**config.mk**
```make
export PLATFORM = sky130hd
export DESIGN_NAME = ram_bank
export DESIGN_NICKNAME = d
export VERILOG_FILES = /design/src/hw/soc_cfg_pkg.sv /design/src/hw/ram_bank.sv
export SDC_FILE = /design/constraint.sdc
export NUM_CORES = 2
export LEC_CHECK = 0
export BUFFER_PORTS_ARGS = -buffer_cell sky130_fd_sc_hd__buf_2
export CAP_MARGIN = 20
export CORE_MARGIN = 10
export CORE_UTILIZATION = 26
export DETAILED_ROUTE_END_ITERATION = 10
export SLEW_MARGIN = 20
export SYNTH_ARGS = -nofsm -noshare
export SYNTH_HDL_FRONTEND = slang
export SYNTH_SLANG_ARGS = --single-unit
```
**constraint.sdc**
```tcl
create_clock -name clk_i -period 7.8 [get_ports clk_i]
set_input_delay 1.56 -clock clk_i [delete_from_list [all_inputs] [get_ports clk_i]]
set_output_delay 1.56 -clock clk_i [all_outputs]
set_load 0.03 [all_outputs]
```
**src/hw/soc_cfg_pkg.sv**
```systemverilog
// soc configuration package with the memory geometry of the loader RAM banks
`default_nettype none

package soc_cfg_pkg;

localparam int XLEN           = 32;                     // width of the loader address register
localparam int BYTE_LANES     = 4;
localparam int LANE_W         = $clog2(BYTE_LANES);
localparam int MEM_REGIONS    = 2;                      // region 0 is iram, region 1 is dram
localparam int BANK_COUNT     = MEM_REGIONS * BYTE_LANES;
localparam int WORD_ADDR_W    = 8;
localparam int WORDS_PER_BANK = 2 ** WORD_ADDR_W;

// byte address bits 1..0 pick the lane and bits 9..2 the word, higher bits wrap
typedef logic [7:0]             byte_t;
typedef logic [WORD_ADDR_W-1:0] word_addr_t;
typedef logic [LANE_W-1:0]      lane_t;

endpackage

`default_nettype wire

```
**src/hw/ram_bank.sv**
```systemverilog
// ram bank, one byte lane of single-port memory with a registered read
`default_nettype none

module ram_bank
    import soc_cfg_pkg::*;
(
    input  logic       clk_i,

    input  logic       sel_i,
    input  logic       wr_en_i,

    input  word_addr_t addr_i,
    input  byte_t      wr_data_i,

    output byte_t      rd_data_o
);

byte_t mem [WORDS_PER_BANK];

always_ff @(posedge clk_i) begin
    if (sel_i) begin
        if (wr_en_i) begin
            mem[addr_i] <= wr_data_i;
        end else begin
            rd_data_o <= mem[addr_i];   // holds until the next read of this bank
        end
    end
end

endmodule

`default_nettype wire

```
Yosys cells after proc, flatten, opt, wreduce, memory -nomap -nowiden
Memories as Yosys holds them, arrays and structs flattened. A register that Yosys moved wholly into a read port is not among the register bits.
Index checks and enable logic that the tools add are counted.
{ "totals": {"register_bits": 0, "ram_bits": 2048, "output_inout_bits": 8, "input_bits": 19, "memories": 1, "elab_cells": 6} }
{ "classes": {"reduce_logical": 1, "bitwise": 1, "muxes": 3} }
{ "memory_table": {"columns": ["memory", "words", "width", "rd", "rd_clocked_by_memory_dff", "wr", "line_no", "source"], "rows": [
  ["mem", 256, 8, 1, 1, 1, "ram_bank.sv:18", "byte_t mem [WORDS_PER_BANK];"]
]} }
{ "op_table": {"columns": ["cell", "n"], "rows": [
  ["two-way mux 1 bit", 3],
  ["AND reduction 2 bit", 1],
  ["NOT 1 bit", 1]
]} }

Logic depth before layout (Yosys ltp)
{ "logic_depth": {"word_depth": 3, "ltp_mapped": 9, "mapped_depth_nobuf": 5} }

Least setup slack after synthesis
No wires, ideal clock.
{ "synth_path": {"kind": "input to register", "startpoint": "in addr_i[0]", "endpoint": "mem mem[117][0] (netlist name), enable pin", "stages": 8, "setup_slack_ns": 3.945, "arrival_time_ns": 3.485, "setup_ns": 0.370, "n_path_buf": 5, "cell_sequence": "buf_2 > buf_6 > buf_2 > buf_2 > nor3b_1 > nand2_1 > clkbuf_1 > nor2_1"} }
{ "synth_lines": {"columns": ["element", "line_no", "source"], "rows": [
  ["start, declared", "ram_bank.sv:12", "input word_addr_t addr_i,"],
  ["end, declared", "ram_bank.sv:18", null]
]} }
Straight into the memory's write port.

==> results.md <==
- Port bufs: 26
- Yosys top cell area share: 78.77%
- Clock period minus worst slack: 4.482 ns
- RSZ-0062 raised after global routing: no
- Hold Vio Cnt, Final: 0
- Worst-path fanout max: 59
- Final ANT Viol Nets: 0
- Switching power total: 4.829 mW
- Number of cells produced by synthesis: 3526
- Bufs on Longest Clock Path: 3
- Setup TNS: 0 ns
- Leakage: 26.45 nW
- Synth cell types: 21
- Antenna violations before repair: 8
- CTS sink cnt: 2056
- Clock-pin slew on the worst setup and hold paths: 0.06 ns
- Syn nets: 3545
- Max VDD drop: 0.1988 mV
- Die Wd: 569.0 µm
- Reg power frac: 53.9%
- CTS root buffer: clkbuf_16
- Drt pass-1 iters: 5
- Origin of the worst setup path: addr_i[0]
- GP Congestion: 0.7695
- Tot GR Track Use: 11.44%
- Run status: finished clean
- Sw Share: 21.36%
- Vias in the first global route: 37426
- Finished Cell Area: 0.09005 mm²
- Area contributors post-synth: edfxtp_1 79%, mux4_2 15%, a22oi_1 2.5%
- 1st-iter DRT viols: 4374
- Power Total: 22.61 mW
- Most common cell after layout, fill and taps aside: edfxtp_1
- Ys Warns: 0
- Starting Density: 26.12%
- Top Ports: 27
- Hold_buf cts: 0
- Die H: 569.0 µm
- Required time worst endpoint: 8.35 ns
- Post-CTS setup buffers: 0
- Max-cap violation count: 0
- FMAX: 223.1 MHz
- Clock skew: 0.03151 ns
- Post-CTS Resized: 0
- Grt ovf: 0
- Setup crit start kind: input port
- Share of cells above drive strength 1: 24.64%
- Routed Wire Length: 191200 µm
- WP data arrival: 5.03 ns
- Worst slew pin tran: 1.190 ns
- Origin of the critical flop-to-flop path: mem[88][5]
- Seq/Total Area, Yosys: 78.77%
- Row cnt: 201
- Internal power: 17.78 mW
- Type of the most critical hold path: reg2reg
- Placement Setup Slack: 2.397 ns
- Core area: 0.3000 mm²
- Clock power share: 41.8%
- Syn avg cell area: 22.23 µm²
- Count of pins over their slew limit: 0
- Yosys top cell by area: edfxtp_1
- Die area: 0.3238 mm²
- Nets: 3636
- Met2 Wirelength: 92270 µm
- Min-delay src: mem[128][2]
- Vias per inst: 4.795
- DR WL met3: 14810 µm
- Drt drc: 0
- CTS tree: yes
- Final period util: 57.46%
- Rel. slew slack: 20.38%
- Worst skew pair latency: 0.84 ns
- PD cells: 251.1 mW/mm²
- Comb pwr share: 4.4%
- Final Worst Setup Slack: 3.318 ns
- Total CTS buffers: 203
- Top layer in use: met5
- First-pass GRT wire length: 276500 µm
- Post-place instance area: 0.08352 mm²
- Vias: 37161
- Setup Crit Path Kind: in2reg
- #FFs+latches synth: 2056
- H-tree levels: 4
- Drt wl/cell: 24.67 µm
- Synthesized area: 0.07838 mm²
- Worst hold margin: 1.024 ns
- Largest net degree at the start of global routing: 178
- Metal-1 WL: 79480 µm
- Critical path capture point type: flop
- Final setup fails: 0
- Final HPWL DP: 109200 µm
- Commonest cells after routing, fill and taps aside: 2056 x edfxtp_1, 512 x mux4_2, 257 x nor2_1
- Area grow syn2layout: 14.90%
[worst max-delay path, stage by stage]
cell and delay (ns):
buf_8 0.43, buf_12 0.47, mux4_2 0.57, a22oi_1 0.37, a21oi_1 0.27, o41ai_1 0.99
nand4_1 0.19
[Yosys cell counts, drive strengths merged]
master	number
nor2b	7
nand2b	2
nand2	30
and4	1
edfxtp	2056
and2	2
nand4	8
nor3	1
or2	1
a22oi	256
nor3b	2
buf	82
o41ai	32
a21oi	128
nor2	259
mux4	512
clkbuf	143
nand3	4
[kinds of logic after synthesis]
| family | share of synthesized area (%) |
|---|---|
| DFF | 78.77 |
| muxes | 14.71 |
| AOI/OAI and AO/OA | 3.627 |
| and+or+nand+nor | 1.606 |
| buffers and inverters | 1.282 |
[power by group through the flow]
stage	Sequential, mW	Clock [mW]	Combinational (mW)
final	12.2	9.45	0.985
after detailed placement	12.4	0	0.990
after global placement	12.4	0	0.971
after CTS	12.2	9.58	0.992
after floorplan	12.4	0	0.523
after global routing	12.2	10.0	1.04
[layout make-up]
class | instances | area, µm²
flip-flops and latches | 2056 | 61740
diodes | 2 | 5.005
repair buffers | 111 | 1124
clock inverters | 122 | 1081
clock buffers | 256 | 5343
multi-input cells | 1245 | 15810
fillers | 28613 | 210000
well taps | 3958 | 4952
[worst paths after layout]
path | end | slack (ns) | cells after the start
worst max-delay path | rd_data_o[5] | 3.32 | 7
worst min-delay path | rd_data_o[2] | 1.02 | 5
worst max register to register | rd_data_o[5] | 4.86 | 5
worst min register to register | rd_data_o[2] | 1.02 | 5
[state kept, by name, summed over array words and instances (netlist names)]
register and count:
rd_data_o 8, mem 2048
[per-stage QoR]
stage	utilization (%)	cells
2_1_floorplan	-	3526
3_3_place_gp	27.80	7361
3_5_place_dp	27.84	7366
4_1_cts	29.98	7744
5_1_grt	30.02	7750
6_report	30.02	7750
[layer usage]
layer,track usage (%),up-vias
li1,-,15202
met1,15.84,20139
met2,18.35,1536
met3,2.436,280
met4,2.938,4
met5,0,-
Power figures use the tool's default switching activity.
