**src/hw/soc_cfg_pkg.sv**
```systemverilog
// soc configuration package with the memory geometry of the loader RAM banks
`default_nettype none

package soc_cfg_pkg;

localparam int XLEN           = 32;                     // width of the loader address register
localparam int BYTE_LANES     = 4;
localparam int LANE_W         = $clog2(BYTE_LANES);
localparam int MEM_REGIONS    = 2;                      // region 0 is iram, region 1 is dram
localparam int BANK_COUNT     = MEM_REGIONS * BYTE_LANES;
localparam int WORD_ADDR_W    = 8;
localparam int WORDS_PER_BANK = 2 ** WORD_ADDR_W;

// byte address bits 1..0 pick the lane and bits 9..2 the word, higher bits wrap
typedef logic [7:0]             byte_t;
typedef logic [WORD_ADDR_W-1:0] word_addr_t;
typedef logic [LANE_W-1:0]      lane_t;

endpackage

`default_nettype wire

```
**src/hw/loader_cmd_pkg.sv**
```systemverilog
// loader command package with the host command codes and the loader state type
`default_nettype none

package loader_cmd_pkg;

localparam logic [7:0] CMD_IRAM_WR = 8'h01;
localparam logic [7:0] CMD_IRAM_RD = 8'h02;
localparam logic [7:0] CMD_DRAM_WR = 8'h03;
localparam logic [7:0] CMD_DRAM_RD = 8'h04;
localparam logic [7:0] CMD_RUN     = 8'h05;     // releases the core from reset

localparam int ADDR_BYTES = 4;                  // address is sent lsb first
localparam int ADDR_CNT_W = $clog2(ADDR_BYTES);

typedef enum logic [1:0] {
    ST_IDLE,
    ST_ADDR,
    ST_STREAM
} loader_state_e;

endpackage

`default_nettype wire

```
**src/hw/ram_loader.sv**
```systemverilog
// ram loader, decodes host commands and streams bytes into and out of the RAM banks
`default_nettype none

module ram_loader
    import soc_cfg_pkg::*;
    import loader_cmd_pkg::*;
(
    input  logic                  clk_i,
    input  logic                  rst_n_i,

    input  logic                  dc_i,

    input  logic                  spi_byte_vld_i,
    input  byte_t                 spi_byte_data_i,

    output logic                  cpu_rst_n_o,

    output logic [BANK_COUNT-1:0] bank_sel_o,
    output logic                  bank_wr_en_o,
    output word_addr_t            bank_addr_o,
    output byte_t                 bank_wr_data_o,

    output lane_t                 rd_lane_o,
    output logic                  rd_region_o,

    output logic                  led_iram_o,
    output logic                  led_dram_o
);

loader_state_e state;

logic                  region_q;
logic                  rd_mode_q;
logic [ADDR_CNT_W-1:0] addr_cnt;
logic [XLEN-1:0]       addr_q;

logic            cmd_vld;
logic            data_vld;
logic            cmd_access;
logic            cmd_region;
logic            cmd_read;
logic            last_addr;
logic            issue_wr;
logic            issue_rd;
logic [XLEN-1:0] addr_shift;
logic [XLEN-1:0] addr_inc;
logic [XLEN-1:0] access_addr;
lane_t           access_lane;

assign cmd_vld  = spi_byte_vld_i & ~dc_i;
assign data_vld = spi_byte_vld_i & dc_i;

always_comb begin
    cmd_access = 1'b1;
    cmd_region = 1'b0;
    cmd_read   = 1'b0;
    case (spi_byte_data_i)
        CMD_IRAM_WR: cmd_read = 1'b0;
        CMD_IRAM_RD: cmd_read = 1'b1;
        CMD_DRAM_WR: cmd_region = 1'b1;
        CMD_DRAM_RD: begin
            cmd_region = 1'b1;
            cmd_read   = 1'b1;
        end
        default: cmd_access = 1'b0;     // run and unknown codes close the access
    endcase
end

assign addr_shift = {spi_byte_data_i, addr_q[XLEN-1:8]};
assign addr_inc   = addr_q + 1'b1;
assign last_addr  = (state == ST_ADDR) && (addr_cnt == ADDR_CNT_W'(ADDR_BYTES - 1));

// reads prefetch the next byte, writes use the current address
assign issue_rd = data_vld & rd_mode_q & (last_addr | (state == ST_STREAM));
assign issue_wr = data_vld & ~rd_mode_q & (state == ST_STREAM);

assign access_addr = (state == ST_ADDR) ? addr_shift : (rd_mode_q ? addr_inc : addr_q);
assign access_lane = access_addr[LANE_W-1:0];

assign led_iram_o = (state != ST_IDLE) & ~region_q;
assign led_dram_o = (state != ST_IDLE) & region_q;

always_ff @(posedge clk_i or negedge rst_n_i) begin
    if (!rst_n_i) begin
        state       <= ST_IDLE;
        region_q    <= 1'b0;
        rd_mode_q   <= 1'b0;
        addr_cnt    <= '0;
        cpu_rst_n_o <= 1'b0;
    end else if (cmd_vld) begin
        state       <= cmd_access ? ST_ADDR : ST_IDLE;
        region_q    <= cmd_region;
        rd_mode_q   <= cmd_read;
        addr_cnt    <= '0;
        cpu_rst_n_o <= (spi_byte_data_i == CMD_RUN);
    end else if (data_vld && state == ST_ADDR) begin
        addr_cnt <= addr_cnt + 1'b1;
        if (last_addr) begin
            state <= ST_STREAM;
        end
    end
end

always_ff @(posedge clk_i or negedge rst_n_i) begin
    if (!rst_n_i) begin
        bank_sel_o   <= '0;
        bank_wr_en_o <= 1'b0;
    end else begin
        bank_sel_o   <= '0;
        bank_wr_en_o <= 1'b0;
        if (issue_wr || issue_rd) begin
            bank_sel_o   <= BANK_COUNT'(1) << {region_q, access_lane};
            bank_wr_en_o <= issue_wr;
        end
    end
end

always_ff @(posedge clk_i) begin
    if (data_vld && state == ST_ADDR) begin
        addr_q <= addr_shift;
    end else if (data_vld && state == ST_STREAM) begin
        addr_q <= addr_inc;
    end
    if (issue_wr || issue_rd) begin
        bank_addr_o    <= access_addr[LANE_W +: WORD_ADDR_W];
        bank_wr_data_o <= spi_byte_data_i;
    end
    if (issue_rd) begin
        rd_lane_o   <= access_lane;
        rd_region_o <= region_q;
    end
end

endmodule

`default_nettype wire

```
**config.mk**
```make
export PLATFORM = sky130hd
export DESIGN_NAME = ram_loader
export DESIGN_NICKNAME = d
export VERILOG_FILES = /design/src/hw/soc_cfg_pkg.sv /design/src/hw/loader_cmd_pkg.sv /design/src/hw/ram_loader.sv
export SDC_FILE = /design/constraint.sdc
export NUM_CORES = 1
export LEC_CHECK = 0
export CAP_MARGIN = 20
export CORE_MARGIN = 4
export CORE_UTILIZATION = 55
export CTS_CLUSTER_DIAMETER = 50
export DETAILED_ROUTE_END_ITERATION = 7
export DONT_BUFFER_PORTS = 1
export MAX_ROUTING_LAYER = met4
export PLACE_DENSITY = 0.79
export RECOVER_POWER = 50
export SLEW_MARGIN = 20
export SYNTH_ARGS = -nofsm -noshare
export SYNTH_HDL_FRONTEND = slang
export SYNTH_SLANG_ARGS = --single-unit
```
**constraint.sdc**
```tcl
create_clock -name clk_i -period 3.4 [get_ports clk_i]
set_clock_uncertainty 0.05 [all_clocks]
set_input_delay 0.17 -clock clk_i [delete_from_list [all_inputs] [get_ports clk_i]]
set_output_delay 0.17 -clock clk_i [all_outputs]
set_load 0.1 [all_outputs]
```
; After elaboration in Yosys (flattened, before gate mapping)
; Index checks and enable logic that the tools add are counted.
[classes]
addsub = 2
mul = 0
n_div = 0
magnitude_cmp = 0
eq_ne = 8
shifts = 1
muxes = 15
bitwise_logic = 12
n_reduce_logical = 12
[ops]
columns = operator, count
row1 = 2-to-1 mux 32 bit, 2
row2 = "adder 32 x 1 -> 32 bit, second input constant", 1
row3 = 2-to-1 mux 10 bit, 2
row4 = "== test 8 x 2 -> 1 bit, second input constant", 2
row5 = "== test 8 x 3 -> 1 bit, second input constant", 2
row6 = 2-to-1 mux 2 bit, 5
row7 = AND 1 bit, 8
row8 = "== test 8 x 1 -> 1 bit, second input constant", 1
row9 = 2-to-1 mux 8 bit, 1
row10 = nonzero test 2 bit, 4
row11 = "<< shifter 1 x 3 -> 8 bit, first input constant", 1
row12 = 2-to-1 mux 1 bit, 5
row13 = "== test 2 bit, second input constant", 2
row14 = OR reduction 2 bit, 2
row15 = OR reduction 4 bit, 1
row16 = logical AND 1 bit, 3
row17 = inverter 1 bit, 3
row18 = "adder 2 x 1 -> 2 bit, second input constant", 1
row19 = "== test 2 x 1 -> 1 bit, second input constant", 1
row20 = AND reduction 2 bit, 1
row21 = logical OR 1 bit, 1
row22 = OR 1 bit, 1
[word_totals]
register_bits = 67
latch_bits = 0
mem_bits_rw = 0
rom_bits = 0
in_bits = 12
out_inout_bits = 31
elab_cells = 62
memories = 0

; Depth between registers and ports, before layout
[depth]
depth_word = 6
depth_mapped = 7
ltp_nobuf = 7

; Least setup slack after synthesis
; No wires, ideal clock.
[synth_timing]
kind = register to register
start = register state[0]
end = register addr_q[0] (enable)
setup_time_ns = 0.432
t_arrival_ns = 2.185
t_required_ns = 2.918
setup_slack_ns = 0.733
path_stages_with_launch = 3
path_buffers = 0
period_less_slack_ns = 2.667
path_cell_list = dfrtp_1 nand2b_1 a21oi_1
[synth_via]
elab_chain_cells = 3
elab_cells_between_ends = 5
classes_between = eq/ne: 2 / reduce/logical: 3
[synth_lines]
columns = element, line_no
row1 = from (decl), ram_loader.sv:30  ; loader_state_e state;
row2 = from (signal assigned), ram_loader.sv:91  ; state <= cmd_access ? ST_ADDR : ST_IDLE;
row3 = == test 2 x 1 -> 1 bit / == test 2 bit (equally long branches), "ram_loader.sv:119, ram_loader.sv:121"
row4 = "logical AND 1 bit, on equally long branches", "ram_loader.sv:119, ram_loader.sv:121"
row5 = nonzero test 2 bit (no line) *, -
row6 = to (signal assigned), ram_loader.sv:120  ; addr_q <= addr_shift;
row7 = to (signal assigned), ram_loader.sv:122  ; addr_q <= addr_inc;
row8 = to (decl), ram_loader.sv:35  ; logic [XLEN-1:0] addr_q;
; Mark *: on every way between the ends. The rest lies on a longest branch, timed or not.
; A chain may end at the register's enable or synchronous reset.

; Worst setup path in the final report
[layout_timing]
start = register state[0]
end = register addr_q[28] (enable)
; The elaborated chain is that of the path after synthesis.

==> impl_metrics.py <==
metrics = {
    "run_status": {
        "outcome": "finished with violations",
        "violations": "capacitance limit, slew limit",
    },
    "layout": {
        "nets": 360,
        "final_util_pct": 62.9,
        "diodes": 0,
        "fin_area_um2": 3990,
        "area_growth_pct": 11.6,
        "fin_cells": 428,
        "drive_gt1_share_pct": 12.8,
    },
    "setup_path": {
        "reg2regPathDepth": 3,
        "rr_startpoint": "state[0]$_DFFE_PN0P_",
        "critPathCaptureType": "flip-flop",
        "r2r-end": "addr_q[28]$_DFFE_PP_",
        "cp.required_ps": 3290,
        "crit_fanout": 32,
        "start_kind": "flip-flop",
        "critical_path_class": "reg2reg",
        "cp_data_arrival_time_ps": 2470,
        "r2r_slack_ps": 820,
    },
    "place": {
        "dp_worst_setup_slack_ps": 1140,
        "place_congestion": 0.851,
        "placed_area_um2": 3640,
        "place_inst": 400,
        "portBuffers": 0,
        "dp_hpwl_um": 4730,
    },
    "synth": {
        "synth_edf_count": 51,
        "syn_area_per_cell_um2": 10.6,
        "netlist_area_um2": 3580,
        "ys_seq_area_share_pct": 54.0,
        "synthFlopType": "edfxtp_1",
        "postSynth.asyncResetShare_pct": 23.9,
        "synth_nets": 352,
        "syn_inst": 338,
        "ys_types": 39,
        "yosys_warnings": 0,
        "ys_seq_elements": 67,
    },
    "power": {
        "ir_drop_mv": 0.338,
        "switching_share_pct": 20.1,
        "p_per_area_nw_per_um2": 421,
        "total_leakage_power_nw": 1.36,
        "clockPowerShare_pct": 45.1,
        "switchingPower_uw": 338,
        "comb_power_share_pct": 2.5,
        "intPower_mw": 1.35,
        "seqPwrFrac_pct": 52.4,
    },
    "timing": {
        "finalSetupTns_ps": 0,
        "relSlewSlack_pct": -20.1,
        "final.setup.worst_slack_ps": 824,
        "hold_viol": 0,
        "rsz0062_at_grt": "false",
        "fin_crit_ps": 2580,
        "fmax_mhz": 388,
        "setup_viol": 0,
        "drv_slew": 33,
        "period_share_pct": 75.8,
        "worst_pin_slew_ps": 1800,
    },
    "worst_hold_path": {
        "worstHoldEndpoint": "rd_mode_q$_DFFE_PN0P_",
        "whs_path_depth": 2,
        "hp-class": "in2reg",
        "min_from": "spi_byte_data_i[0]",
    },
    "clocking": {
        "clk_pin_slew_ps": 70,
        "cts_resized": 0,
        "htree_levels": 3,
        "cts_setup_buffers": 0,
        "insertion_delay_ps": 350,
        "cts_inserted_buffers": 9,
        "cts_tree": "yes",
        "cts.sinks": 67,
        "root_buffer": "clkbuf_8",
        "clock_path_buffers": 2,
    },
    "route": {
        "first_pass_iters": 4,
        "viasPerCell": 5.82,
        "first_iter_violations": 185,
        "ant_nets": 0,
        "routedWlPerCell_um": 16.3,
        "routed_wl_um": 6970,
        "drc_errors": 0,
        "vias": 2491,
    },
    "die": {
        "die_h_um": 88.7,
        "dieArea_um2": 7860,
        "start_util_pct": 56.4,
        "fp.dieW_um": 88.7,
        "row_count": 29,
        "core_area_um2": 6350,
        "ios": 43,
    },
    "global_routing": {
        "overflow": 0,
        "grtUsageTotal_pct": 20.2,
        "grt_pass1_vias": 2432,
        "grt_max_degree": 37,
        "antenna_found_initial": 0,
        "grt_first_pass_wirelength_um": 11700,
    },
    "run": {
        "cap_violations": 1,
    },
}
-- state kept, by name, indices dropped and copies added (netlist names), 2 cells and up --
| register | count |
|---|---|
| addr_cnt | 2 |
| addr_q | 32 |
| rd_lane_o | 2 |
| state | 2 |
| bank_wr_data_o | 8 |
| bank_sel_o | 8 |
| bank_addr_o | 8 |
-- cell type report --
cell class                 count  area (um2)
multi-input combinational    244        1550
timing repair buffer          16         146
fill                         490        2360
clock buffer                  12         188
clock inverter                 4        52.6
sequential                    67        1930
tap                           77        96.3
inverter                       8        30.0
-- layer usage --
metal	part of all wire [%]	global-route usage (%)	vias up
met5	0	-	-
met4	1.4	6.59	0
met3	5.3	6.15	8
met2	49	31.6	62
met1	44	25.1	1206
li1	-	-	1215
-- worst max-delay path by stage --
stage                          from              endpoint  slack (ps)  cells past startpoint
2_1_floorplan  state[0]$_DFFE_PN0P_   addr_q[0]$_DFFE_PP_         730                      2
3_3_place_gp    addr_q[0]$_DFFE_PP_  addr_q[28]$_DFFE_PP_        1220                      6
3_5_place_dp   state[0]$_DFFE_PN0P_  addr_q[28]$_DFFE_PP_        1140                      6
4_1_cts         addr_q[0]$_DFFE_PP_  addr_q[26]$_DFFE_PP_        1110                      6
5_1_grt        state[0]$_DFFE_PN0P_  addr_q[28]$_DFFE_PP_         690                      3
6_report       state[0]$_DFFE_PN0P_  addr_q[28]$_DFFE_PP_         820                      3
-- placed cells by master (no fill, tap or decap), drive strengths merged --
cell,instances
o21a,1
mux2,1
clkbuf,13
nand2,35
dfrtp,16
nor2b,3
a31oi,2
nand2b,3
clkinv,3
mux2i,1
a22o,4
o21ai,15
or4,1
nor4,10
nand4,13
nor2,46
xor2,18
edfxtp,51
buf,3
nand3,13
or3,1
and4,4
nor3,5
a21oi,35
inv,8
ha,2
xnor2,22
dlygate4sd3,12
and2,2
and3,6
bufinv,1
nor3b,1
-- logic make-up after synthesis --
kind of cell	count (synthesis)	share of synthesized area, %
flip-flops	67	54.0
multiplexers	2	0.594
buffers and inverters	27	3.25
AND/OR/NAND/NOR	143	23.2
AO/OA/AOI/OAI	57	8.53
XOR/XNOR	40	9.79
adder cells (fa/ha/maj)	2	0.699
-- critical path, cell delays in order (launching register included) --
cell      delay (ps)
dfrtp_1          430
nand2b_1         240
a21oi_2          140
clkbuf_1        1300
-- cell usage after synthesis (2+ instances only) --
library cell	instances	area (um2)
nand2b_1	3	18.8
a22o_1	4	35.0
nand4_4	3	63.8
nor2_1	46	173
ha_1	2	25.0
nand3_1	12	60.1
xor2_1	18	158
xnor2_1	22	193
and4_4	2	22.5
and4_1	2	17.5
edfxtp_1	51	1530
a31oi_1	2	12.5
nand2_1	35	131
clkbuf_1	11	41.3
buf_2	6	30.0
and3_1	5	31.3
nor2b_1	3	18.8
inv_1	8	30.0
buf_4	2	15.0
dfrtp_1	16	400
a21oi_1	35	175
nand4_1	9	56.3
nor3_1	4	20.0
nor4_2	8	100
o21ai_0	15	75.1
-- through the flow --
step	power [mW]	hold slack [ps]
after floorplan	0.923	-176
after global placement	0.925	-175
after detailed placement	0.926	-175
after CTS	1.69	1.29
after global routing	1.74	5.35
final	1.68	16.0
-- power groups by stage --
| stage | registers (mW) | logic, mW | clock network (mW) |
|---|---|---|---|
| after detailed placement | 0.900 | 0.0264 | 0 |
| final | 0.882 | 0.0415 | 0.760 |
| after global routing | 0.883 | 0.0463 | 0.813 |
| after CTS | 0.882 | 0.0413 | 0.768 |
| after floorplan | 0.899 | 0.0247 | 0 |
| after global placement | 0.900 | 0.0255 | 0 |
-- what timing repair did --
item | 4_1_cts | 5_1_grt
hold endpoints to repair | 31 | 0
setup endpoints to repair | 0 | 0
hold buffers | 12 | 0
No activity file was read; power rests on OpenSTA's default activity.
