[config.mk]
export PLATFORM = sky130hd
export DESIGN_NAME = ram_rd_mux
export DESIGN_NICKNAME = d
export VERILOG_FILES = /design/src/hw/soc_cfg_pkg.sv /design/src/hw/ram_rd_mux.sv
export SDC_FILE = /design/constraint.sdc
export NUM_CORES = 1
export LEC_CHECK = 0
export BUFFER_PORTS_ARGS = -buffer_cell sky130_fd_sc_hd__buf_2
export CORE_ASPECT_RATIO = 0.75
export CORE_UTILIZATION = 35
export DETAILED_ROUTE_END_ITERATION = 16
export PLACE_DENSITY = 0.86
export SLEW_MARGIN = 20
export SYNTH_ARGS = -nofsm -noshare
export SYNTH_HDL_FRONTEND = slang
export SYNTH_SLANG_ARGS = --single-unit
[constraint.sdc]
create_clock -name clk_i -period 3.2 [get_ports clk_i]
set_clock_uncertainty 0.2 [all_clocks]
set_input_delay 0.32 -clock clk_i [delete_from_list [all_inputs] [get_ports clk_i]]
set_output_delay 0.32 -clock clk_i [all_outputs]
set_load 0.01 [all_outputs]
[src/hw/soc_cfg_pkg.sv]
// soc configuration package with the memory geometry of the loader RAM banks
`default_nettype none

package soc_cfg_pkg;

localparam int XLEN           = 32;                     // width of the loader address register
localparam int BYTE_LANES     = 4;
localparam int LANE_W         = $clog2(BYTE_LANES);
localparam int MEM_REGIONS    = 2;                      // region 0 is iram, region 1 is dram
localparam int BANK_COUNT     = MEM_REGIONS * BYTE_LANES;
localparam int WORD_ADDR_W    = 8;
localparam int WORDS_PER_BANK = 2 ** WORD_ADDR_W;

// byte address bits 1..0 pick the lane and bits 9..2 the word, higher bits wrap
typedef logic [7:0]             byte_t;
typedef logic [WORD_ADDR_W-1:0] word_addr_t;
typedef logic [LANE_W-1:0]      lane_t;

endpackage

`default_nettype wire

[src/hw/ram_rd_mux.sv]
// ram read mux, picks the byte of the bank that the last read addressed
`default_nettype none

module ram_rd_mux
    import soc_cfg_pkg::*;
(
    input  logic                   clk_i,
    input  logic                   rst_n_i,

    input  lane_t                  rd_lane_i,
    input  logic                   rd_region_i,

    input  byte_t [BANK_COUNT-1:0] bank_rd_data_i,

    output byte_t                  rd_data_o
);

lane_t lane_q;
logic  region_q;

// captured on the same edge as the bank read data
always_ff @(posedge clk_i or negedge rst_n_i) begin
    if (!rst_n_i) begin
        lane_q   <= '0;
        region_q <= 1'b0;
    end else begin
        lane_q   <= rd_lane_i;
        region_q <= rd_region_i;
    end
end

assign rd_data_o = bank_rd_data_i[{region_q, lane_q}];   // bank index is region * 4 + lane

endmodule

`default_nettype wire

## After elaboration in Yosys (flattened, before gate mapping)

Index checks and enable logic that the tools add are counted.

- Bits in registers: 3
- Logic and storage cells: 5
- ROM bits: 0
- Output and inout bits: 8
- Memories kept: 0
- RAM bits: 0
- Latch bits: 0

- Add/sub/neg operators: 0
- Divide/modulo/power cells: 0
- Bitwise logic cells: 0
- Shifts and indexed selects: 0
- $mul: 0
- Reduce and logical (&&, ||, !) cells: 0
- Equal/unequal tests: 0
- Multiplexer cells: 2
- Magnitude comparators: 1

Operators with widths:

| kind | number |
|---|---|
| $bmux 8 s3 | 1 |
| $mux 8 | 1 |
| $lt 3x4->1 const B | 1 |

## Depth between registers and ports, before layout

Gate-level depths: netlist of run 1.

- Word-level depth: 2
- Depth in mapped cells: 4
- Depth with buffers taken out: 2

## Least setup slack after synthesis of run 1

OpenSTA, ideal clock, no wires.

- Kind: reg2out
- Start point: register lane_q[0]
- End point: output port rd_data_o[1]
- Data required time: 2.680 ns
- Setup slack: 1.282 ns
- Data arrival time: 1.398 ns
- Cell stages (with the launch flop): 5
- Path through: dfrtp_1 buf_6 buf_12 mux4_1 mux2_2

- Cells in the longest elaborated chain, start to end: 2

Ends and longest elaborated chain:

| what | RTL line | RTL |
|---|---|---|
| start: declaration | ram_rd_mux.sv:18 | `lane_t lane_q;` |
| start signal: assignment | ram_rd_mux.sv:27 | `lane_q <= rd_lane_i;` |
| $bmux 8 s3 | ram_rd_mux.sv:32 | `assign rd_data_o = bank_rd_data_i[{region_q, lane_q}];` |
| $mux 8 (not written as such) | ram_rd_mux.sv:32 |  |
| end: declaration | ram_rd_mux.sv:15 | `output byte_t rd_data_o` |

Every way passes these cells. The select of a mux whose other input is x is not followed.

## Worst setup path after layout of run 1

- Start point: register lane_q[0]
- End point: output port rd_data_o[4]

Same word-level chain as after synthesis.

==> impl_metrics.json, run 1 <==
{
  "ys_seq_area_share_pct": 12.0,
  "start_util_pct": 39.7,
  "combPwrFrac_pct": 48.2,
  "min_period_ns": 2.59,
  "ys_warn_count": 0,
  "critPathLaunchType": "register",
  "setup_viol": 0,
  "seq_area_sq_um": 75.1,
  "drt-pass1-iter-count": 4,
  "yosysTopAreaCell": "mux4_1",
  "grt-ovfl-total": 0,
  "timing.setup.tns_ns": 0,
  "cts_sinks": 3,
  "fill_cells": 129,
  "cp.required_ns": 2.68,
  "root_buffer": "clkbuf_4",
  "syn_nets": 101,
  "synth-simple-area-share_pct": 0,
  "htree_levels": 1,
  "placed_cells": 124,
  "drive_above_1_share_pct": 79.3,
  "crit_family": "multiplexers",
  "grt_pass1_vias": 707,
  "fin_nets": 181,
  "grt_max_degree": 17,
  "postRouteWirelength_microns": 1870,
  "cp.arrival_ns": 2.07,
  "relSlewSlack_pct": 53.5,
  "avgSynthCellArea_sq_um": 19.6,
  "leakage_nw": 0.561,
  "grt_pass1_wl_microns": 2770,
  "die_h_microns": 38.6,
  "synth-adder-area-share_pct": 0,
  "cts_tree": "yes",
  "muxShareOfSynthArea_pct": 81.0,
  "postCtsResizedCells": 0,
  "wl_per_cell_microns": 14.2,
  "synth_top_family_by_area": "multiplexers",
  "synth-compound-area-share_pct": 0,
  "cts.clk_slew.worst_paths_ns": 0.04,
  "ys_types": 9,
  "seqPwrFrac_pct": 21.9,
  "synthMostInstantiatedCell": "mux4_1",
  "synth_edf_count": 0,
  "drtIter0Drc": 9,
  "drc": 0,
  "antenna_found_initial": 0,
  "critPathKind": "reg2out",
  "power.density_nw_per_um2": 213,
  "rsz0062_at_grt": "no",
  "grt_usage_pct": 20.0,
  "tightest_slew_ns": 0.698,
  "io_buffers": 76,
  "via_count": 672,
  "die_w_microns": 50.8,
  "irDropWorstVdd_uv": 363,
  "hold_path_class": "in2async",
  "power.total_mw": 0.225,
  "final_hold_viol_count": 0,
  "power.switching_mw": 0.0588,
  "syn_to_final_growth_pct": 68.6,
  "vias_per_cell": 5.09,
  "diodes": 0,
  "ys_ff_latch": 3,
  "postPlaceCellArea_sq_um": 988,
  "ys_top_cells_by_count": "mux4_1, mux2_2, dfrtp_1",
  "p_sw_share_pct": 26.1,
  "synth_top_cell_area_share_pct": 63.0,
  "worstPathCellList": "mux4_1 -> mux2_2 -> buf_2",
  "slowest_stage": "dfrtp_1",
  "num_io_pins": 77,
  "rows": 12,
  "fmax_mhz": 386,
  "mappedNetlistArea_sq_um": 626,
  "critPathMaxStageDelay_ns": 0.78,
  "final_max_slew_viol_count": 0,
  "core_area_sq_um": 1580,
  "max_cap_viol_count": 0,
  "cts_made_buffers": 3,
  "clkPwrFrac_pct": 29.9,
  "die_area_sq_um": 1960,
  "routabilityCongestion": 0.685,
  "fin_crit_sh_pct": 80.9,
  "status": "finished, final reports clean",
  "antenna_left": 0,
  "critical_path_buf_inv_count": 1,
  "ys_top_cells_by_area": "mux4_1, mux2_2, dfrtp_1, mux4_2, buf_12",
  "instances_no_fill": 132,
  "synthCells": 32,
  "synthArstFlopShare_pct": 100,
  "synth_xor_area_share_pct": 0,
  "clockBufferDepth": 2,
  "multiInputGateArea_sq_um": 507,
  "cp_max_fo": 16,
  "p_int_mw": 0.166,
  "worstSetupEndpointType": "primary output",
  "final_area_sq_um": 1050,
  "synthFlopType": "dfrtp_1"
}
metrics by stage:
step	worst slack [ns]	utilization, %	hold WS (ns)
after CTS	0.571	66.3	0.00263
final	0.611	66.9	0.235
after detailed placement	0.821	62.7	-0.0767
after floorplan	1.28	-	-0.176
after global routing	0.483	66.9	0.231
after global placement	0.842	62.7	-0.0855
cells in the final DEF, fill, tap and decap left out:
| master | count |
|---|---|
| clkbuf_1 | 1 |
| mux4_1 | 15 |
| dfrtp_1 | 3 |
| clkbuf_4 | 3 |
| mux2_2 | 8 |
| buf_2 | 76 |
| mux4_2 | 1 |
| dlygate4sd3_1 | 4 |
registers in the layout, summed over array words and instances (netlist names):
| signal | flops |
|---|---|
| lane_q | 2 |
| region_q | 1 |
layer usage:
| layer | routed length (microns) | track usage (%) |
|---|---|---|
| met4 | 0 | 0 |
| met3 | 195 | 7.84 |
| met1 | 615 | 17.2 |
| met2 | 1060 | 45.7 |
| met5 | 0 | 0 |
layout make-up:
cell class | count | area share (%)
Clock buffer | 4 | 2.49
Tap cell | 21 | 2.49
Multi-Input combinational cell | 24 | 48.0
Timing Repair Buffer | 80 | 39.9
Sequential cell | 3 | 7.12
repair_timing:
action,in CTS,in global routing
setup buffers,0,0
endpoints found under the hold margin,5,1
hold buffers,3,1
path summary, 6_finish.rpt:
| path | from | to | slack, ns | depth (start not counted) |
|---|---|---|---|---|
| min in group clk_i | rd_region_i | region_q$_DFF_PN0_ | 0.53 | 2 |
| worst min-delay path | rst_n_i | region_q$_DFF_PN0_ | 0.23 | 2 |
| max in group asynchronous | rst_n_i | lane_q[1]$_DFF_PN0_ | 2.45 | 2 |
| worst max-delay path | lane_q[0]$_DFF_PN0_ | rd_data_o[4] | 0.61 | 3 |
kinds of logic after synthesis:
logic type             Yosys count
muxes                           24
buffers and inverters            5
DFF                              3
power by group through the flow:
stage	Clock, mW	Combinational, mW	Sequential (mW)
4_1_cts	0.0694	0.108	0.0497
3_5_place_dp	0	0.105	0.0503
6_report	0.0673	0.108	0.0493
2_1_floorplan	0	0.0654	0.0410
5_1_grt	0.0715	0.118	0.0504
3_3_place_gp	0	0.103	0.0501
Note: power is estimated with default switching activity, not from simulation.
==> run 2: changes to the inputs <==
Settings changed: CORE_UTILIZATION 35 to 32, PLACE_DENSITY 0.86 to 0.79.
Clock period 3.2 ns to 2.5 ns, I/O delays scaled along.
==> run 2 against run 1 <==
  * Cell count increased by 1.5%
  * Critical path depth increased by 1
  * Non-clock buffer count increased by 1
  * First-iteration DRC count decreased by 22%
  * Worst setup slack got worse by 0.50 ns
  * Combinational power increased by 36%
  * Highest routed layer unchanged
  * Largest power group unchanged
  * Final area increased by 2.0%
  * Global-route usage decreased by 3.3 points
  * Sequential power increased by 23%
==> impl_metrics.json, run 2 (synthesized netlist as in run 1, its figures left out) <==
{
  "die_area_sq_um": 2140,
  "top_regs": "lane_q: 2 flops, region_q: 1 flops",
  "drc": 0,
  "worstSetupEndpointType": "primary output",
  "postCtsResizedCells": 0,
  "status": "finished, final reports clean",
  "cts_made_buffers": 3,
  "power.switching_mw": 0.0734,
  "min_period_ns": 2.38,
  "io_buffers": 76,
  "cp.arrival_ns": 1.93,
  "power.total_mw": 0.289,
  "instances_no_fill": 134,
  "cts_sinks": 3,
  "critPathKind": "reg2out",
  "grt_pass1_wl_microns": 2520,
  "worstPathCellList": "buf_12 -> mux4_1 -> mux2_2 -> buf_2",
  "leakage_nw": 0.570,
  "grt-ovfl-total": 0,
  "hold_path_class": "in2async",
  "hold_buffers": 4,
  "final_max_slew_viol_count": 0,
  "cts_tree": "yes",
  "timing.setup.tns_ns": 0,
  "num_io_pins": 77,
  "p_sw_share_pct": 25.4,
  "grt_max_degree": 17,
  "seq_area_sq_um": 75.1,
  "cp.required_ns": 2.05,
  "irDropWorstVdd_uv": 275,
  "combPwrFrac_pct": 50.8,
  "relSlewSlack_pct": 62.9,
  "p_int_mw": 0.216,
  "post_cts_buffers": 0,
  "antenna_left": 0,
  "cts.clk_slew.worst_paths_ns": 0.04,
  "tightest_slew_ns": 0.557,
  "postRouteWirelength_microns": 1910,
  "antenna_found_initial": 0,
  "vias_per_cell": 5.07,
  "critPathLaunchType": "register",
  "htree_levels": 1,
  "core_area_sq_um": 1790,
  "routabilityCongestion": 0.670,
  "grt_pass1_vias": 638,
  "slowest_stage": "dfrtp_1",
  "drtIter0Drc": 7,
  "fmax_mhz": 419,
  "root_buffer": "clkbuf_4",
  "start_util_pct": 35.0,
  "diodes": 0,
  "via_count": 680,
  "hpwl_microns": 1590,
  "placed_cells": 126,
  "final_hold_viol_count": 0,
  "fill_cells": 164,
  "fin_crit_sh_pct": 95.4,
  "cp_max_fo": 10,
  "wl_per_cell_microns": 14.2,
  "max_cap_viol_count": 0,
  "die_h_microns": 40.3,
  "largest_reg_flops": 2,
  "final_cell_mix": "buf_2, mux4_1, mux2_2",
  "final_common_cell": "buf_2",
  "critPathMaxStageDelay_ns": 0.55,
  "crit_family": "multiplexers",
  "rsz0062_at_grt": "no",
  "critical_path_buf_inv_count": 2,
  "power.density_nw_per_um2": 269,
  "rows": 13,
  "clockBufferDepth": 2,
  "multiInputGateArea_sq_um": 507,
  "drive_above_1_share_pct": 79.5,
  "drt-pass1-iter-count": 4,
  "fin_nets": 182,
  "grt_usage_pct": 16.7,
  "clkPwrFrac_pct": 28.2,
  "syn_to_final_growth_pct": 72.0,
  "die_w_microns": 53.1,
  "setup_viol": 0,
  "seqPwrFrac_pct": 21.0,
  "top_register": "lane_q"
}
## run 2: final cells by class
class	count	share of cell area, %
multi-input combinational	24	47.1
clock buffer	4	2.44
tap	22	2.56
sequential	3	6.98
timing repair buffer	81	40.9
## run 2: worst max-delay path by stage
stage / slack (ns) / cells after the start / endpoint / start
6_report: 0.12 / 4 / rd_data_o[5] / lane_q[0]$_DFF_PN0_
2_1_floorplan: 0.65 / 4 / rd_data_o[1] / lane_q[0]$_DFF_PN0_
3_3_place_gp: 0.40 / 4 / rd_data_o[6] / lane_q[0]$_DFF_PN0_
4_1_cts: 0.11 / 4 / rd_data_o[5] / lane_q[0]$_DFF_PN0_
3_5_place_dp: 0.35 / 4 / rd_data_o[5] / lane_q[0]$_DFF_PN0_
5_1_grt: 0.06 / 4 / rd_data_o[0] / lane_q[0]$_DFF_PN0_
## run 2: stage by stage
step / area [sq um] / hold slack (ns) / utilization (%) / setup slack, ns
2_1_floorplan: 626 / -0.246 / - / 0.652
4_1_cts: 1080 / 0.142 / 60.1 / 0.111
5_1_grt: 1080 / 0.164 / 60.1 / 0.0583
3_3_place_gp: 1010 / -0.155 / 56.4 / 0.405
6_report: 1080 / 0.144 / 60.1 / 0.116
3_5_place_dp: 1010 / -0.155 / 56.4 / 0.354
## run 2: power groups by stage
stage,logic [mW],clock network (mW),registers [mW]
floorplan,0.0837,0,0.0525
global placement,0.138,0,0.0610
detailed placement,0.143,0,0.0617
CTS,0.148,0.0854,0.0611
global route,0.159,0.0860,0.0614
finish,0.147,0.0817,0.0608
## run 2: metal layers
| layer | wire [microns] | share of wire (%) | up-vias | GRT usage [%] |
|---|---|---|---|---|
| li1 | - | - | 321 | - |
| met1 | 644 | 34 | 322 | 17.1 |
| met2 | 1090 | 57 | 37 | 36.4 |
| met3 | 175 | 9.2 | 0 | 3.41 |
| met4 | 0 | 0 | 0 | 1.97 |
| met5 | 0 | 0 | - | 0 |
==> run 3: changes to the inputs <==
Settings changed: PLACE_DENSITY 0.79 to not set, PLACE_DENSITY_LB_ADDON set to 0.2.
==> run 3 against run 2 <==
  * Routed wire length increased by 8.4%
  * Clock-buffer cell count unchanged
  * Flip-flop and latch count unchanged
  * Die area unchanged
  * Non-clock buffer count increased by 1
  * Sequential share of layout area about the same
  * Cell count increased by 0.75%
  * Critical endpoint is now rd_data_o[2]
  * Largest power group unchanged
==> impl_metrics.json, run 3 (synthesized netlist as in run 1, its figures left out) <==
{
  "num_io_pins": 77,
  "die_area_sq_um": 2140,
  "critPathKind": "reg2out",
  "htree_levels": 1,
  "rsz0062_at_grt": "no",
  "hpwl_microns": 1740,
  "syn_to_final_growth_pct": 71.2,
  "final_cell_mix": "buf_2, mux4_1, mux2_2",
  "max_cap_viol_count": 0,
  "final_area_sq_um": 1070,
  "diodes": 0,
  "drt-pass1-iter-count": 3,
  "final_hold_viol_count": 0,
  "cp.required_ns": 2.05,
  "timing.setup.tns_ns": 0,
  "fin_crit_sh_pct": 94.1,
  "postRouteWirelength_microns": 2070,
  "drive_above_1_share_pct": 79.6,
  "routabilityCongestion": 0.689,
  "grt_pass1_vias": 716,
  "power.density_nw_per_um2": 274,
  "cp.arrival_ns": 1.90,
  "postCtsResizedCells": 0,
  "start_util_pct": 35.0,
  "clockBufferDepth": 2,
  "hold_buffers": 4,
  "combPwrFrac_pct": 50.9,
  "grt_max_degree": 17,
  "io_buffers": 76,
  "critPathLaunchType": "register",
  "min_period_ns": 2.35,
  "fin_nets": 183,
  "fmax_mhz": 425,
  "cts.clk_slew.worst_paths_ns": 0.04,
  "root_buffer": "clkbuf_4",
  "cts_sinks": 3,
  "final_max_slew_viol_count": 0,
  "leakage_nw": 0.571,
  "largest_reg_flops": 2,
  "irDropWorstVdd_uv": 334,
  "top_regs": "lane_q: 2 flops, region_q: 1 flops",
  "cts_made_buffers": 3,
  "drc": 0,
  "relSlewSlack_pct": 63.0,
  "via_count": 700,
  "setup_viol": 0,
  "top_register": "lane_q",
  "p_sw_share_pct": 26.7,
  "postPlaceCellArea_sq_um": 1000,
  "core_area_sq_um": 1790,
  "hold_path_class": "in2async",
  "p_int_mw": 0.215,
  "rows": 13,
  "antenna_left": 0,
  "seqPwrFrac_pct": 20.4,
  "cts_tree": "yes",
  "grt_pass1_wl_microns": 2830,
  "worstSetupEndpointType": "primary output",
  "grt-ovfl-total": 0,
  "clkPwrFrac_pct": 28.7,
  "drtIter0Drc": 9,
  "wl_per_cell_microns": 15.3,
  "antenna_found_initial": 0,
  "final_common_cell": "buf_2",
  "fill_cells": 156,
  "status": "finished, final reports clean",
  "power.switching_mw": 0.0785,
  "tightest_slew_ns": 0.555,
  "die_w_microns": 53.1,
  "die_h_microns": 40.3,
  "vias_per_cell": 5.19,
  "post_cts_buffers": 0,
  "grt_usage_pct": 20.0,
  "cp_max_fo": 7
}
==> run 3: changes by cell type in the layout (fill, tap and decap cells not counted) <==
cell,before,now
buf_12,1,0
buf_4,0,2
==> run 3: final timing paths <==
kind | to | from | slack (ns)
worst max-delay path | rd_data_o[2] | lane_q[0]$_DFF_PN0_ | 0.15
worst min-delay path | lane_q[0]$_DFF_PN0_ | rst_n_i | 0.16
max in group asynchronous | lane_q[1]$_DFF_PN0_ | rst_n_i | 1.84
min in group clk_i | region_q$_DFF_PN0_ | rd_region_i | 0.46
==> run 3: area by class of cell <==
cell class,count,area (sq um),area share (%)
flip-flops and latches,3,75.1,7.01
multi-input cells,24,507,47.3
repair buffers,82,435,40.7
clock buffers,4,26.3,2.45
well taps,22,27.5,2.57
==> run 3: per-layer routing <==
layer | GRT usage [%] | vias to the layer above | part of all wire [%]
met3 | 3.41 | 2 | 9.0
met1 | 17.4 | 334 | 32
met4 | 7.89 | 0 | 0.39
li1 | - | 324 | -
met2 | 45.6 | 40 | 58
met5 | 0 | - | 0
==> run 3: power groups by stage <==
stage          combinational [mW]  sequential (mW)  clock (mW)
6_report                    0.150           0.0599      0.0843
5_1_grt                     0.163           0.0608      0.0915
2_1_floorplan              0.0837           0.0525           0
3_3_place_gp                0.141           0.0605           0
4_1_cts                     0.152           0.0601      0.0864
3_5_place_dp                0.146           0.0607           0
==> run 3: critical path, cell delays in order, from the launching register on <==
cell and delay, ns:
dfrtp_1 0.47, buf_4 0.23, mux4_1 0.56, mux2_2 0.28, buf_2 0.14
==> run 3: stage by stage <==
| step | power [mW] | hold slack, ns | setup slack, ns | util (%) | cells |
|---|---|---|---|---|---|
| 2_1_floorplan | 0.136 | -0.246 | 0.652 | - | 32 |
| 3_3_place_gp | 0.201 | -0.153 | 0.408 | 56.2 | 127 |
| 3_5_place_dp | 0.207 | -0.155 | 0.387 | 56.2 | 127 |
| 4_1_cts | 0.298 | 0.136 | 0.136 | 59.9 | 135 |
| 5_1_grt | 0.316 | 0.161 | 0.0715 | 59.9 | 135 |
| 6_report | 0.294 | 0.155 | 0.147 | 59.9 | 135 |
